`src/hw/sm83_alu_pkg.sv`:
```
`default_nettype none

package sm83_alu_pkg;

	localparam int APB_ADDR_W = 4;	// Byte offset into the register window
	localparam int APB_DATA_W = 32;

	localparam int FIFO_DEPTH = 4;	// Same depth for commands and results
	localparam int FIFO_PTR_W = 2;	// Wraps naturally at FIFO_DEPTH
	localparam int FIFO_CNT_W = 3;	// 0..FIFO_DEPTH
	localparam logic [FIFO_CNT_W-1:0] FIFO_FULL_CNT = FIFO_CNT_W'(FIFO_DEPTH);

	// Flag byte layout, low nibble reads zero
	localparam int FLAG_Z = 7;
	localparam int FLAG_N = 6;
	localparam int FLAG_H = 5;
	localparam int FLAG_C = 4;

	localparam logic [APB_ADDR_W-1:0] REG_CMD    = 4'h0;	// Write only, pushes a command
	localparam logic [APB_ADDR_W-1:0] REG_RESULT = 4'h4;	// Read pops a result
	localparam logic [APB_ADDR_W-1:0] REG_STATUS = 4'h8;	// Both fill counts

	// Condition codes in sel[1:0] for CC
	localparam logic [1:0] CC_NZ = 2'b00;
	localparam logic [1:0] CC_Z  = 2'b01;
	localparam logic [1:0] CC_NC = 2'b10;
	localparam logic [1:0] CC_C  = 2'b11;

	typedef enum logic [4:0] {
		OP_ADD, OP_ADC, OP_SUB, OP_SBC, OP_CP,	// Adder group
		OP_AND, OP_XOR, OP_OR,
		OP_INC, OP_DEC,
		OP_RLC, OP_RRC, OP_RL, OP_RR,	// Shifter group
		OP_SLA, OP_SRA, OP_SWAP, OP_SRL,
		OP_BIT, OP_SET, OP_RES,	// Bit index in sel
		OP_DAA, OP_CPL, OP_SCF, OP_CCF,
		OP_CC,	// Condition check, flags untouched
		OP_LDF	// Flags from A[7:4]
	} alu_op_e;

	typedef struct packed {
		alu_op_e    op;
		logic [7:0] a;	// Operand A, also the shifter and bit-op source
		logic [7:0] b;
		logic [2:0] sel;	// Bit index or condition code
	} alu_cmd_t;

	typedef struct packed {
		logic [7:0] value;
		logic [7:0] flags;	// Z N H C 0 0 0 0
		logic       taken;	// CC outcome, zero for other ops
	} alu_res_t;

endpackage

`default_nettype wire

```
`src/hw/alu_adder_cla.sv`:
```
`timescale 1ns/1ps
`default_nettype none

module alu_adder_cla (
	input  logic [7:0] a,
	input  logic [7:0] b,	// Caller complements for subtract
	input  logic       cin,
	output logic [7:0] sum,
	output logic       half_carry,	// Carry out of bit 3
	output logic       carry	// Carry out of bit 7
);

	logic [7:0] g;	// Generate per bit
	logic [7:0] p;	// Propagate per bit
	logic [4:1] c_lo;
	logic [4:1] c_hi;

	// Flat lookahead over one nibble
	function automatic logic [4:1] cla_group(
		input logic [3:0] gg,
		input logic [3:0] pp,
		input logic       ci
	);
		logic [4:1] cc;
		cc[1] = gg[0] | (pp[0] & ci);
		cc[2] = gg[1] | (pp[1] & gg[0]) | (pp[1] & pp[0] & ci);
		cc[3] = gg[2] | (pp[2] & gg[1]) | (pp[2] & pp[1] & gg[0])
			| (pp[2] & pp[1] & pp[0] & ci);
		cc[4] = gg[3] | (pp[3] & gg[2]) | (pp[3] & pp[2] & gg[1])
			| (pp[3] & pp[2] & pp[1] & gg[0]) | (pp[3] & pp[2] & pp[1] & pp[0] & ci);
		return cc;
	endfunction

	assign g = a & b;
	assign p = a ^ b;

	assign c_lo = cla_group(g[3:0], p[3:0], cin);
	assign c_hi = cla_group(g[7:4], p[7:4], c_lo[4]);	// Chained on the nibble carry

	assign sum        = p ^ {c_hi[3:1], c_lo[4:1], cin};	// Carry into each bit
	assign half_carry = c_lo[4];
	assign carry      = c_hi[4];

endmodule

`default_nettype wire

```
`src/hw/alu_apb_regs.sv`:
```
`timescale 1ns/1ps
`default_nettype none

module alu_apb_regs (
	input  logic                                clk,
	input  logic                                reset,
	input  logic [sm83_alu_pkg::APB_ADDR_W-1:0] paddr,
	input  logic                                psel,
	input  logic                                penable,
	input  logic                                pwrite,
	input  logic [sm83_alu_pkg::APB_DATA_W-1:0] pwdata,
	output logic [sm83_alu_pkg::APB_DATA_W-1:0] prdata,
	output logic                                pready,
	output logic                                pslverr,
	output logic                                cmd_push,
	output sm83_alu_pkg::alu_cmd_t              cmd_data,
	input  logic                                cmd_full,
	input  logic [sm83_alu_pkg::FIFO_CNT_W-1:0] cmd_count,
	output logic                                res_pop,
	input  sm83_alu_pkg::alu_res_t              res_data,
	input  logic                                res_empty,
	input  logic [sm83_alu_pkg::FIFO_CNT_W-1:0] res_count
);

	logic access;	// Second APB phase
	logic wr_cmd;
	logic wr_bad;	// Write to a read-only or unmapped offset
	logic rd_result;
	logic rd_status;

	assign access    = psel & penable;
	assign wr_cmd    = access & pwrite & (paddr == sm83_alu_pkg::REG_CMD);
	assign wr_bad    = access & pwrite & (paddr != sm83_alu_pkg::REG_CMD);
	assign rd_result = access & ~pwrite & (paddr == sm83_alu_pkg::REG_RESULT);
	assign rd_status = access & ~pwrite & (paddr == sm83_alu_pkg::REG_STATUS);

	assign pready   = 1'b1;	// Zero wait states
	assign pslverr  = wr_bad | (wr_cmd & cmd_full);	// Full FIFO drops the command
	assign cmd_push = wr_cmd & ~cmd_full;
	assign res_pop  = rd_result & ~res_empty;	// Empty read is harmless

	// Command word unpacked straight from the write data
	always_comb begin
		cmd_data.a   = pwdata[7:0];
		cmd_data.b   = pwdata[15:8];
		cmd_data.op  = sm83_alu_pkg::alu_op_e'(pwdata[20:16]);
		cmd_data.sel = pwdata[23:21];
	end

	always_comb begin
		prdata = '0;	// Unmapped and write-only offsets read zero
		if (rd_result && !res_empty) begin
			prdata[31]   = 1'b1;	// Entry valid
			prdata[16]   = res_data.taken;
			prdata[15:8] = res_data.flags;
			prdata[7:0]  = res_data.value;
		end else if (rd_status) begin
			prdata[sm83_alu_pkg::FIFO_CNT_W-1:0]  = cmd_count;
			prdata[8 +: sm83_alu_pkg::FIFO_CNT_W] = res_count;
		end
	end

	// Master side protocol
	apb_penable_with_psel: assert property (@(posedge clk) disable iff (reset)
		penable |-> psel)
		else $error("alu_apb_regs: penable high without psel");

	apb_setup_then_access: assert property (@(posedge clk) disable iff (reset)
		psel && !penable |=> psel && penable)
		else $error("alu_apb_regs: setup phase not followed by access phase");

endmodule

`default_nettype wire

```
`src/hw/alu_core.sv`:
```
`timescale 1ns/1ps
`default_nettype none

module alu_core (
	input  logic                   clk,
	input  logic                   reset,
	input  sm83_alu_pkg::alu_cmd_t cmd_data,	// Head of the command FIFO
	input  logic                   cmd_empty,
	output logic                   cmd_pop,
	output logic                   res_push,
	output sm83_alu_pkg::alu_res_t res_data,	// Output register
	input  logic                   res_full
);

	logic [7:0] flags_q;	// Z N H C in the high nibble
	logic       out_valid;	// res_data holds an unpushed entry
	logic       fz;
	logic       fn;
	logic       fh;
	logic       fc;
	logic [7:0] add_b;
	logic       add_cin;
	logic [7:0] sum;
	logic       half;
	logic       carry;
	logic [7:0] shift_out;
	logic       shift_cout;
	logic       daa_lo;	// Low nibble needs 0x06
	logic       daa_hi;	// High nibble needs 0x60 and sets C
	logic [7:0] daa_corr;
	logic [7:0] bit_mask;
	logic [7:0] value;
	logic       z;
	logic       n;
	logic       h;
	logic       c;
	logic       taken;
	logic [7:0] new_flags;

	assign fz = flags_q[sm83_alu_pkg::FLAG_Z];
	assign fn = flags_q[sm83_alu_pkg::FLAG_N];
	assign fh = flags_q[sm83_alu_pkg::FLAG_H];
	assign fc = flags_q[sm83_alu_pkg::FLAG_C];

	assign daa_lo   = fh | (~fn & (cmd_data.a[3:0] > 4'd9));
	assign daa_hi   = fc | (~fn & (cmd_data.a > 8'h99));
	assign daa_corr = {1'b0, daa_hi, daa_hi, 2'b00, daa_lo, daa_lo, 1'b0};
	assign bit_mask = 8'b1 << cmd_data.sel;

	// Adder operands with subtract as A + ~B + 1
	always_comb begin
		add_b   = cmd_data.b;
		add_cin = 1'b0;
		case (cmd_data.op)
			sm83_alu_pkg::OP_ADC: add_cin = fc;
			sm83_alu_pkg::OP_SUB, sm83_alu_pkg::OP_CP: begin
				add_b   = ~cmd_data.b;
				add_cin = 1'b1;
			end
			sm83_alu_pkg::OP_SBC: begin
				add_b   = ~cmd_data.b;
				add_cin = ~fc;	// Borrow in
			end
			sm83_alu_pkg::OP_INC: add_b = 8'h01;
			sm83_alu_pkg::OP_DEC: begin
				add_b   = 8'hFE;	// ~1
				add_cin = 1'b1;
			end
			sm83_alu_pkg::OP_DAA: begin
				add_b   = fn ? ~daa_corr : daa_corr;	// Correction added or subtracted
				add_cin = fn;
			end
			default: add_b = cmd_data.b;
		endcase
	end

	alu_adder_cla u_adder (.a(cmd_data.a), .b(add_b), .cin(add_cin),
		.sum(sum), .half_carry(half), .carry(carry));

	alu_shifter u_shifter (.op(cmd_data.op), .din(cmd_data.a), .cin(fc),
		.dout(shift_out), .cout(shift_cout));

	always_comb begin
		value = cmd_data.a;	// Default returns A with flags kept
		z     = fz;
		n     = fn;
		h     = fh;
		c     = fc;
		taken = 1'b0;
		case (cmd_data.op)
			sm83_alu_pkg::OP_ADD, sm83_alu_pkg::OP_ADC: begin
				value = sum;
				z     = (sum == 8'h00);
				n     = 1'b0;
				h     = half;
				c     = carry;
			end
			sm83_alu_pkg::OP_SUB, sm83_alu_pkg::OP_SBC, sm83_alu_pkg::OP_CP: begin
				if (cmd_data.op != sm83_alu_pkg::OP_CP)
					value = sum;	// CP only compares
				z = (sum == 8'h00);
				n = 1'b1;
				h = ~half;	// Carries inverted into borrows
				c = ~carry;
			end
			sm83_alu_pkg::OP_AND: begin
				value = cmd_data.a & cmd_data.b;
				z     = (value == 8'h00);
				n     = 1'b0;
				h     = 1'b1;
				c     = 1'b0;
			end
			sm83_alu_pkg::OP_XOR, sm83_alu_pkg::OP_OR: begin
				value = (cmd_data.op == sm83_alu_pkg::OP_XOR) ? cmd_data.a ^ cmd_data.b
					: cmd_data.a | cmd_data.b;
				z     = (value == 8'h00);
				n     = 1'b0;
				h     = 1'b0;
				c     = 1'b0;
			end
			sm83_alu_pkg::OP_INC, sm83_alu_pkg::OP_DEC: begin
				value = sum;
				z     = (sum == 8'h00);
				n     = (cmd_data.op == sm83_alu_pkg::OP_DEC);
				h     = n ? ~half : half;	// C untouched
			end
			sm83_alu_pkg::OP_RLC, sm83_alu_pkg::OP_RRC, sm83_alu_pkg::OP_RL,
			sm83_alu_pkg::OP_RR, sm83_alu_pkg::OP_SLA, sm83_alu_pkg::OP_SRA,
			sm83_alu_pkg::OP_SWAP, sm83_alu_pkg::OP_SRL: begin
				value = shift_out;
				z     = (shift_out == 8'h00);
				n     = 1'b0;
				h     = 1'b0;
				c     = shift_cout;
			end
			sm83_alu_pkg::OP_BIT: begin
				z = ~cmd_data.a[cmd_data.sel];
				n = 1'b0;
				h = 1'b1;
			end
			sm83_alu_pkg::OP_SET: value = cmd_data.a | bit_mask;
			sm83_alu_pkg::OP_RES: value = cmd_data.a & ~bit_mask;
			sm83_alu_pkg::OP_DAA: begin
				value = sum;
				z     = (sum == 8'h00);
				h     = 1'b0;
				c     = daa_hi;
			end
			sm83_alu_pkg::OP_CPL: begin
				value = ~cmd_data.a;
				n     = 1'b1;
				h     = 1'b1;
			end
			sm83_alu_pkg::OP_SCF, sm83_alu_pkg::OP_CCF: begin
				n = 1'b0;
				h = 1'b0;
				c = (cmd_data.op == sm83_alu_pkg::OP_SCF) | ~fc;
			end
			sm83_alu_pkg::OP_CC: begin
				case (cmd_data.sel[1:0])
					sm83_alu_pkg::CC_NZ: taken = ~fz;
					sm83_alu_pkg::CC_Z:  taken = fz;
					sm83_alu_pkg::CC_NC: taken = ~fc;
					sm83_alu_pkg::CC_C:  taken = fc;
					default:             taken = 1'b0;
				endcase
			end
			sm83_alu_pkg::OP_LDF: begin
				z = cmd_data.a[sm83_alu_pkg::FLAG_Z];	// Same bit layout as the flag byte
				n = cmd_data.a[sm83_alu_pkg::FLAG_N];
				h = cmd_data.a[sm83_alu_pkg::FLAG_H];
				c = cmd_data.a[sm83_alu_pkg::FLAG_C];
			end
			default: value = cmd_data.a;
		endcase
	end

	always_comb begin
		new_flags                      = 8'h00;
		new_flags[sm83_alu_pkg::FLAG_Z] = z;
		new_flags[sm83_alu_pkg::FLAG_N] = n;
		new_flags[sm83_alu_pkg::FLAG_H] = h;
		new_flags[sm83_alu_pkg::FLAG_C] = c;
	end

	assign res_push = out_valid & ~res_full;
	assign cmd_pop  = ~cmd_empty & (~out_valid | ~res_full);	// Room now or after drain

	always_ff @(posedge clk) begin
		if (reset) begin
			flags_q   <= 8'h00;
			out_valid <= 1'b0;
		end else if (cmd_pop) begin
			flags_q   <= new_flags;	// Flags move only on a pop
			out_valid <= 1'b1;
		end else if (res_push) begin
			out_valid <= 1'b0;
		end
	end

	always_ff @(posedge clk) begin
		if (cmd_pop) begin
			res_data.value <= value;
			res_data.flags <= new_flags;
			res_data.taken <= taken;
		end
	end

	// A stalled entry must survive until the result FIFO frees up
	core_hold_on_stall: assert property (@(posedge clk) disable iff (reset)
		out_valid && res_full |=> out_valid && $stable(res_data))
		else $error("alu_core: pending result changed while stalled");

endmodule

`default_nettype wire

```
`src/hw/alu_fifo.sv`:
```
`timescale 1ns/1ps
`default_nettype none

module alu_fifo #(
	parameter type payload_t = logic [7:0]
) (
	input  logic                                clk,
	input  logic                                reset,
	input  logic                                push,
	input  payload_t                            push_data,
	output logic                                full,
	input  logic                                pop,
	output payload_t                            pop_data,	// Head entry, valid when not empty
	output logic                                empty,
	output logic [sm83_alu_pkg::FIFO_CNT_W-1:0] count
);

	payload_t mem [sm83_alu_pkg::FIFO_DEPTH];	// Circular storage
	logic [sm83_alu_pkg::FIFO_PTR_W-1:0] wr_ptr;
	logic [sm83_alu_pkg::FIFO_PTR_W-1:0] rd_ptr;
	logic do_push;
	logic do_pop;

	assign do_push  = push & ~full;	// Dropped when full
	assign do_pop   = pop & ~empty;
	assign full     = (count == sm83_alu_pkg::FIFO_FULL_CNT);
	assign empty    = (count == '0);
	assign pop_data = mem[rd_ptr];	// Show-ahead read

	always_ff @(posedge clk) begin
		if (do_push)
			mem[wr_ptr] <= push_data;
	end

	always_ff @(posedge clk) begin
		if (reset) begin
			wr_ptr <= '0;
			rd_ptr <= '0;
			count  <= '0;
		end else begin
			if (do_push)
				wr_ptr <= wr_ptr + 1'b1;	// Power of two depth, no wrap logic
			if (do_pop)
				rd_ptr <= rd_ptr + 1'b1;
			case ({do_push, do_pop})
				2'b10:   count <= count + 1'b1;
				2'b01:   count <= count - 1'b1;
				default: count <= count;	// Idle or simultaneous push and pop
			endcase
		end
	end

	// Producer must watch full, consumer must watch empty
	fifo_no_overflow: assert property (@(posedge clk) disable iff (reset)
		!(push && full && !pop))
		else $error("alu_fifo: push while full, entry lost");

	fifo_no_underflow: assert property (@(posedge clk) disable iff (reset)
		!(pop && empty))
		else $error("alu_fifo: pop while empty");

endmodule

`default_nettype wire

```
`src/hw/alu_shifter.sv`:
```
`timescale 1ns/1ps
`default_nettype none

module alu_shifter (
	input  sm83_alu_pkg::alu_op_e op,
	input  logic [7:0]            din,
	input  logic                  cin,	// Old C flag for RL and RR
	output logic [7:0]            dout,
	output logic                  cout
);

	always_comb begin
		dout = din;	// Pass through for non-shift ops
		cout = 1'b0;
		case (op)
			sm83_alu_pkg::OP_RLC: begin
				dout = {din[6:0], din[7]};	// Bit 7 wraps into bit 0
				cout = din[7];
			end
			sm83_alu_pkg::OP_RRC: begin
				dout = {din[0], din[7:1]};	// Bit 0 wraps into bit 7
				cout = din[0];
			end
			sm83_alu_pkg::OP_RL: begin
				dout = {din[6:0], cin};	// Rotate through carry
				cout = din[7];
			end
			sm83_alu_pkg::OP_RR: begin
				dout = {cin, din[7:1]};
				cout = din[0];
			end
			sm83_alu_pkg::OP_SLA: begin
				dout = {din[6:0], 1'b0};
				cout = din[7];
			end
			sm83_alu_pkg::OP_SRA: begin
				dout = {din[7], din[7:1]};	// Sign bit kept
				cout = din[0];
			end
			sm83_alu_pkg::OP_SRL: begin
				dout = {1'b0, din[7:1]};
				cout = din[0];
			end
			sm83_alu_pkg::OP_SWAP: begin
				dout = {din[3:0], din[7:4]};	// Nibble exchange
				cout = 1'b0;	// SWAP always clears C
			end
			default: dout = din;
		endcase
	end

endmodule

`default_nettype wire

```
`src/hw/alu_subsystem_top.sv`:
```
`timescale 1ns/1ps
`default_nettype none

module alu_subsystem_top (
	input  logic                                clk,
	input  logic                                reset,
	input  logic [sm83_alu_pkg::APB_ADDR_W-1:0] paddr,
	input  logic                                psel,
	input  logic                                penable,
	input  logic                                pwrite,
	input  logic [sm83_alu_pkg::APB_DATA_W-1:0] pwdata,
	output logic [sm83_alu_pkg::APB_DATA_W-1:0] prdata,
	output logic                                pready,
	output logic                                pslverr
);

	// Command path, register block to core
	logic                                cmd_push;
	sm83_alu_pkg::alu_cmd_t              cmd_wdata;
	logic                                cmd_full;
	logic [sm83_alu_pkg::FIFO_CNT_W-1:0] cmd_count;
	logic                                cmd_pop;
	sm83_alu_pkg::alu_cmd_t              cmd_rdata;
	logic                                cmd_empty;

	// Result path, core to register block
	logic                                res_push;
	sm83_alu_pkg::alu_res_t              res_wdata;
	logic                                res_full;
	logic [sm83_alu_pkg::FIFO_CNT_W-1:0] res_count;
	logic                                res_pop;
	sm83_alu_pkg::alu_res_t              res_rdata;
	logic                                res_empty;

	alu_apb_regs u_apb_regs (.clk(clk), .reset(reset), .paddr(paddr), .psel(psel),
		.penable(penable), .pwrite(pwrite), .pwdata(pwdata), .prdata(prdata),
		.pready(pready), .pslverr(pslverr), .cmd_push(cmd_push), .cmd_data(cmd_wdata),
		.cmd_full(cmd_full), .cmd_count(cmd_count), .res_pop(res_pop),
		.res_data(res_rdata), .res_empty(res_empty), .res_count(res_count));

	alu_fifo #(.payload_t(sm83_alu_pkg::alu_cmd_t)) u_cmd_fifo (.clk(clk), .reset(reset),
		.push(cmd_push), .push_data(cmd_wdata), .full(cmd_full), .pop(cmd_pop),
		.pop_data(cmd_rdata), .empty(cmd_empty), .count(cmd_count));

	alu_fifo #(.payload_t(sm83_alu_pkg::alu_res_t)) u_res_fifo (.clk(clk), .reset(reset),
		.push(res_push), .push_data(res_wdata), .full(res_full), .pop(res_pop),
		.pop_data(res_rdata), .empty(res_empty), .count(res_count));

	alu_core u_alu_core (.clk(clk), .reset(reset), .cmd_data(cmd_rdata),
		.cmd_empty(cmd_empty), .cmd_pop(cmd_pop), .res_push(res_push),
		.res_data(res_wdata), .res_full(res_full));

endmodule

`default_nettype wire

```
`config.mk`:
```
export PLATFORM = sky130hd
export DESIGN_NAME = alu_subsystem_top
export DESIGN_NICKNAME = d
export VERILOG_FILES = /design/src/hw/sm83_alu_pkg.sv /design/src/hw/alu_adder_cla.sv /design/src/hw/alu_apb_regs.sv /design/src/hw/alu_core.sv /design/src/hw/alu_fifo.sv /design/src/hw/alu_shifter.sv /design/src/hw/alu_subsystem_top.sv
export SDC_FILE = /design/constraint.sdc
export NUM_CORES = 1
export LEC_CHECK = 0
export ABC_CLOCK_PERIOD_IN_PS = 5800
export BUFFER_PORTS_ARGS = -buffer_cell sky130_fd_sc_hd__clkbuf_2
export CAP_MARGIN = 15
export CELL_PAD_IN_SITES_DETAIL_PLACEMENT = 0
export CELL_PAD_IN_SITES_GLOBAL_PLACEMENT = 1
export CORE_MARGIN = 1.5
export CORE_UTILIZATION = 50
export CTS_CLUSTER_DIAMETER = 30
export DETAILED_ROUTE_END_ITERATION = 8
export PLACE_DENSITY = 0.85
export SETUP_SLACK_MARGIN = 0.2
export SYNTH_ARGS = -nofsm -noshare
export SYNTH_HDL_FRONTEND = slang
export SYNTH_SLANG_ARGS = --single-unit
```
`constraint.sdc`:
```
create_clock -name clk -period 5.8 [get_ports clk]
set_input_delay 0.29 -clock clk [delete_from_list [all_inputs] [get_ports clk]]
set_output_delay 0.29 -clock clk [all_outputs]
set_load 0.01 [all_outputs]
```
==> results by group, run 1 <==
Outcome
  – Status: finished, final reports clean

Yosys
  – Synth Flop Type: edfxtp_1
  – Gate Count Post-Synth: between 700 and 800
  – Synthesized area: just under 10000 um2
  – Commonest cells post-synth: 161 x edfxtp_1, 51 x nand2_1, 50 x nor2_1
  – Yosys warnings: 0
  – Netlist cell types: 80
  – Flops & latches, synth: between 150 and 200
  – Share of the synthesized area in the top cell type: roughly half
  – Most numerous cell in the Yosys netlist: edfxtp_1
  – Top post-synthesis cells by area: edfxtp_1 49%, mux4_2 8.9%, dfxtp_1 4.7%
  – Mapped Avg Cell Area: between 10 and 15 um2
  – Post-synth EDFFs: about 160
  – Leading area contributor after synthesis: edfxtp_1
  – Sequential share of the synthesized area: between 50% and 60%
  – Post-synth ARST share: 0%

Placement
  – Port buffer count: 50
  – HPWL Detailed: ~16 mm
  – Gpl congestion: slightly above 1

Worst setup path
  – Worst reg2reg setup slack: ~480 ps
  – Worst-path cell chain: buf_12, mux4_2, nand2b_1, nor2_1, a31oi_1, nand2b_1, nand3_1, o211ai_1, ha_1, a21o_1, a21o_1, a21o_1, a41oi_2, nand2_2, inv_1, fa_1, xor2_1, nand4_1, a21oi_2, nand3_1, o311ai_4, nor3b_1, o32a_1
  – Stages on the worst setup path: 23
  – Crit path capture type: register
  – Crit Path Category: register to register
  – Crit-path leading delay family: compound AO/OA/AOI/OAI gates
  – R2r endpoint: u_alu_core.res_data[8]
  – Worst reg-to-reg path cell count: 23
  – Buf/Inv on CP: 2
  – Nature of the critical path startpoint: register
  – Worst Path Arrival: about 5600 ps
  – CP dominant cell by count: a21o_1
  – CP max-delay cell: mux4_2
  – CP Max Fanout: 12
  – CP Capture Point: u_alu_core.res_data[8]
  – Worst Path Required: about 6100 ps
  – Largest stage delay on the critical path: about 600 ps

Final layout
  – Layout cell share with drive strength beyond 1: a little over a fifth
  – Post-route core utilization: between 50% and 60%
  – # nets final: roughly 900
  – Ant diodes: 0
  – Area grow syn2layout: 12.1%

STA
  – Crit share post-route: 91.7%
  – Fin. max-slew vios: 0
  – Rel. slew slack: between 30% and 40%
  – Final hold vios: 0
  – Fin crit period: roughly 5300 ps
  – Hold WS: 63.3 ps
  – Final TNS setup: 0 ps
  – Max Fclk: approximately 0.19 GHz
  – RSZ-0062 raised after global routing: false
  – Least-Margin Pin Slew: about 920 ps
  – Fin Clk Skew: 23.4 ps
  – Final setup viols: 0

Power and ir drop
  – Peak VDD IR: between 200 and 300 uV
  – Total power: about 5.5 mW
  – Pwr dens: about 500 nW/um2
  – Pleak: a little under 4 nW

Floorplan
  – Die Area: between 20000 and 25000 um2
  – Io pins: 75
  – Core outline area: approximately 19000 um2
  – Initial cell density of the core: 50.7%
  – Die height: 143 um
  – Rows: 51
  – Die Width: around 140 um

Global route
  – Largest net degree at the start of global routing: 34
  – Initial antenna violation count: 0
  – First-pass GRT wire length: 35.5 mm
  – Vias in the first global route: about 6400
  – GRT Total Usage: a little under a quarter
  – Grt ovf: 0

Job
  – Max cap viols: 0

CTS
  – Clk slew on worst S/H paths: roughly 80 ps
  – Worst skew pair latency: 440 ps
  – CTS tree: built
  – Num CTS Buffers: 17
  – Clock net sink count: around 180
  – CTS Buffer Depth: 2
  – Hold_buf cts: 0
  – CTS H-Tree Depth: 4
  – Root buf cell: clkbuf_16

Min path
  – Worst Hold Class: primary input to register
  – Hold depth: 1

Route
  – Antenna Nets Post-Route: 0
  – Avg WL per Cell: approximately 21 um
  – Vias/cell: ~5.9
  – DRC Markers: 0
  – First-pass DRT Iterations: 5
  – DR iter-0 viols: 567
  – Via count: around 6500
  – Total Wirelength: 23.3 mm
worst min path at each step:
| stage | start | end | slack (ps) |
|---|---|---|---|
| finish | pwdata[17] | u_cmd_fifo.mem[1][20] | 60 |
| global placement | u_alu_core.res_data[11] | u_res_fifo.mem[2][7] | 470 |
| floorplan | pwdata[21] | u_cmd_fifo.mem[0][0] | 390 |
| detailed placement | u_alu_core.res_data[6] | u_res_fifo.mem[2][2] | 500 |
| CTS | pwdata[17] | u_cmd_fifo.mem[3][20] | 60 |
| global route | pwdata[10] | u_cmd_fifo.mem[2][5] | 60 |
what timing repair did:
action                     in CTS  in global routing
setup endpoints to repair       0                  2
setup buffers                   0                  3
gates resized for setup         0                  6
hold endpoints to repair        0                  0
state kept, by name, indices dropped and copies added (netlist names), named ones only:
name                  cells
u_alu_core.res_data      13
u_alu_core.flags_q        4
u_res_fifo.mem           52
u_cmd_fifo.count          3
u_res_fifo.wr_ptr         2
u_cmd_fifo.rd_ptr         2
u_res_fifo.count          3
u_res_fifo.rd_ptr         2
u_cmd_fifo.wr_ptr         2
u_alu_core.out_valid      1
u_cmd_fifo.mem           96
where the power goes:
group	leakage (nW)	internal, mW	total, mW	switching, mW
clock network	0.275	0.571	1.11	0.538
registers	1.65	1.69	1.82	0.132
logic	1.99	0.991	2.55	1.56
kinds of logic (layout without fill, tap and decap cells):
group | count (synthesis) | after routing | share of synthesized area [%]
and+or+nand+nor | 225 | 225 | 11.8
DFF | 184 | 184 | 53.9
AOI/OAI and AO/OA | 145 | 145 | 10.9
buffers and inverters | 102 | 152 | 5.41
muxes | 59 | 59 | 11.1
adders and majority gates | 38 | 38 | 5.14
xor gates and xnor gates | 19 | 19 | 1.69
other | 2 | 16 | 0.0764
per-layer routing:
metal  GRT usage [%]  up-vias  part of all wire, %
met5               0        -                    0
met3            3.59       43                  5.5
li1                -     3025                    -
met2            39.5      269                   50
met1            30.9     3191                   42
met4            7.76        0                  2.2
cell type report:
class                   count  area [um2]
clock buffers              18         429
clock inverters            14         136
fillers                  1592        8390
inverters                  39         146
multi-input cells         502        4080
flip-flops and latches    184        5300
well taps                 265         332
repair buffers             81         593
per-stage QoR:
stage / worst slack [ps] / cells / area [um2]
floorplan: 820 / 788 / 9880
global placement: 542 / 1063 / 10300
detailed placement: 423 / 1066 / 10300
CTS: 385 / 1098 / 10900
global route: 169 / 1103 / 11000
finish: 481 / 1103 / 11000
cells in the final DEF, fill, tap and decap left out, types with 16 or more instances in the layout:
cell type and n:
conb_1 16, a21oi_1 27, clkbuf_16 18, and2_1 19, o21ai_0 16, dfxtp_1 22
mux4_2 39, edfxtp_1 161, inv_1 38, nand3_1 21, nor2_1 50, buf_4 25
ha_1 33, nand2_1 51, clkbuf_2 50
Note: power is estimated with default switching activity, not from simulation.
==> run 2, diff against run 1 <==
- CORE_UTILIZATION: 50 -> 40
- PLACE_DENSITY: 0.85 -> 0.71
==> run 2 against run 1 <==
Against the previous run: via count fell by 3.3%; clock power up 5%; worst setup slack better by 93 ps; critical endpoint unchanged; sequential cell count is the same; fmax rose by 1.8%; non-clock buffer count decreased by 3; clock-buffer cell count decreased by 1; final cell count increased by 5.1%; combinational power shrank 3%; critical path depth decreased by 1.
==> results by group, run 2 (same netlist as run 1, synthesis figures left out) <==
Floorplan
  – Die height: 160 um (was 143 um)
  – Die Area: 25500 um2 (was 20500 um2)
  – Core outline area: 24200 um2 (was 19400 um2)
  – Io pins: 75 (unchanged)
  – Initial cell density of the core: 40.5% (was 50.7%)
  – Die Width: 160 um (was 143 um)
  – Rows: 57 (was 51)

Global route
  – GRT Total Usage: 17.8% (was 23.4%)
  – Largest net degree at the start of global routing: 25 (was 34)
  – Grt ovf: 0 (unchanged)
  – Initial antenna violation count: 0 (unchanged)
  – Vias in the first global route: 6124 (was 6374)
  – First-pass GRT wire length: 34.7 mm (was 35.5 mm)

CTS
  – CTS Buffer Depth: 2 (unchanged)
  – CTS tree: built (unchanged)
  – Root buf cell: clkbuf_16 (unchanged)
  – Clock net sink count: 184 (unchanged)
  – Clk slew on worst S/H paths: 80 ps (about the same)
  – CTS H-Tree Depth: 4 (unchanged)
  – Worst skew pair latency: 440 ps (about the same)
  – Num CTS Buffers: 17 (unchanged)
  – Hold_buf cts: 0 (unchanged)
  – Post-CTS Setup Inserts: 0 (unchanged)

Worst setup path
  – Worst Path Arrival: 5520 ps (was 5610 ps)
  – Crit Path Category: register to register (unchanged)
  – Worst Path Required: 6090 ps (about the same)
  – Worst reg2reg setup slack: 570 ps (was 480 ps)
  – CP Max Fanout: 12 (unchanged)
  – Crit path capture type: register (unchanged)
  – Nature of the critical path startpoint: register (unchanged)

Placement
  – Gpl congestion: 0.920 (was 1.01)
  – Dpl ws: 443 ps (was 423 ps)
  – HPWL Detailed: 15.6 mm (was 16.5 mm)
  – Port buffer count: 50 (unchanged)

STA
  – Final setup viols: 0 (unchanged)
  – Final TNS setup: 0 ps (unchanged)
  – Hold WS: 62.2 ps (was 63.3 ps)
  – Setup ws final: 575 ps (was 481 ps)
  – Final hold vios: 0 (unchanged)
  – Fin. max-slew vios: 0 (unchanged)
  – Fin Clk Skew: 15.7 ps (was 23.4 ps)
  – Fin crit period: 5230 ps (was 5320 ps)
  – Rel. slew slack: 34.3% (was 38.5%)
  – Crit share post-route: 90.1% (was 91.7%)
  – RSZ-0062 raised after global routing: false (unchanged)
  – Max Fclk: 0.191 GHz (was 0.188 GHz)
  – Least-Margin Pin Slew: 981 ps (was 918 ps)

Final layout
  – # nets final: 901 (was 904)
  – Most frequent cells in the layout: 161 x edfxtp_1, 51 x nand2_1, 50 x nor2_1, 50 x clkbuf_2, 39 x mux4_2 (unchanged)
  – Most common library cell in the layout ignoring fill and taps: edfxtp_1 (unchanged)
  – Area grow syn2layout: 11.7% (was 12.1%)
  – Layout cell share with drive strength beyond 1: 21.4% (was 21.7%)
  – Largest regs: u_cmd_fifo.mem x96, u_res_fifo.mem x52, u_alu_core.res_data x13 (unchanged)
  – Ant diodes: 0 (unchanged)
  – Flip-flop count of the largest register after layout: 96 (unchanged)
  – Reg with most FFs: u_cmd_fifo.mem (unchanged)

Route
  – Total Wirelength: 22.3 mm (was 23.3 mm)
  – Avg WL per Cell: 19.3 um (was 21.1 um)
  – DRC Markers: 0 (unchanged)
  – Antenna Nets Post-Route: 0 (unchanged)
  – First-pass DRT Iterations: 5 (unchanged)
  – Via count: 6315 (was 6528)
  – Vias/cell: 5.45 (was 5.92)
  – DR iter-0 viols: 477 (was 567)

Min path
  – Worst Hold Class: primary input to register (unchanged)

Power and ir drop
  – Pwr dens: 497 nW/um2 (was 498 nW/um2)
  – Pleak: 3.86 nW (was 3.91 nW)
  – Peak VDD IR: 257 uV (was 262 uV)

Outcome
  – Status: finished, final reports clean (unchanged)

Job
  – Max cap viols: 0 (unchanged)
## run 2: cell count changes in the layout (fill, tap and decap cells not counted), sizes merged
cell      previous run  this run
buf                 30        28
clkbuf              69        67
inv                 45        50
clkinv               7         4
clkinvlp             1         0
## run 2: final cells by class
class	count	area [um2]
Tap cell	324	405
Timing Repair Buffer	78	460
Sequential cell	184	5300
Clock buffer	17	425
Fill cell	2229	13300
Inverter	39	146
Multi-Input combinational cell	502	4060
Clock inverter	15	181
## run 2: critical path, stage by stage, from the launching register on
cell and delay, ps:
dfxtp_1 450, buf_4 260, mux4_2 470, o21a_1 250
nor3_1 140, a211oi_1 60, o21ai_0 290, o211ai_1 160
ha_1 360, a21o_1 220, a21o_1 190, a21o_1 190
a41oi_2 190, nand2_2 160, inv_1 110, fa_1 180
xor2_1 210, nand4_1 140, a21oi_1 240, nand3_1 120
o311ai_2 290, nor3b_1 230, o32a_1 170
## run 2: where the power goes
group | switching [mW] | internal (mW) | total (mW) | leakage (nW)
clock network | 0.578 | 0.592 | 1.17 | 0.298
registers | 0.128 | 1.69 | 1.82 | 1.65
logic | 1.51 | 0.961 | 2.47 | 1.91
total | 2.21 | 3.25 | 5.46 | 3.86
## run 2: metal layers
layer,track usage [%],up-vias,share of wire (%),wire [um]
li1,-,3013,-,-
met1,24.7,3083,46,10300
met2,28.4,198,48,10600
met3,3.35,21,4.6,1040
met4,5.75,0,1.6,363
met5,0,-,0,0
## run 2: repair_timing
action	CTS	global route
endpoints found under the setup margin	0	2
gates resized for setup	0	4
endpoints found under the hold margin	0	0
## run 2: per-stage QoR
step / util (%) / cells / power, mW / cell area [um2]
final: 45.3 / 1159 / 5.46 / 11000
after global routing: 45.3 / 1159 / 5.79 / 11000
after CTS: 45.2 / 1159 / 5.46 / 11000
after detailed placement: 42.7 / 1127 / 4.27 / 10400
after global placement: 42.7 / 1127 / 4.27 / 10400
after floorplan: - / 788 / 3.64 / 9880
## run 2: worst paths after layout
check,startpoint,endpoint,cells past startpoint
setup / recovery,register,u_alu_core.res_data[8],22
hold / removal,pwdata[13],u_cmd_fifo.mem[2][8],1
setup reg to reg,register,u_alu_core.res_data[8],22
hold reg to reg,u_alu_core.res_data[9],u_res_fifo.mem[0][5],0
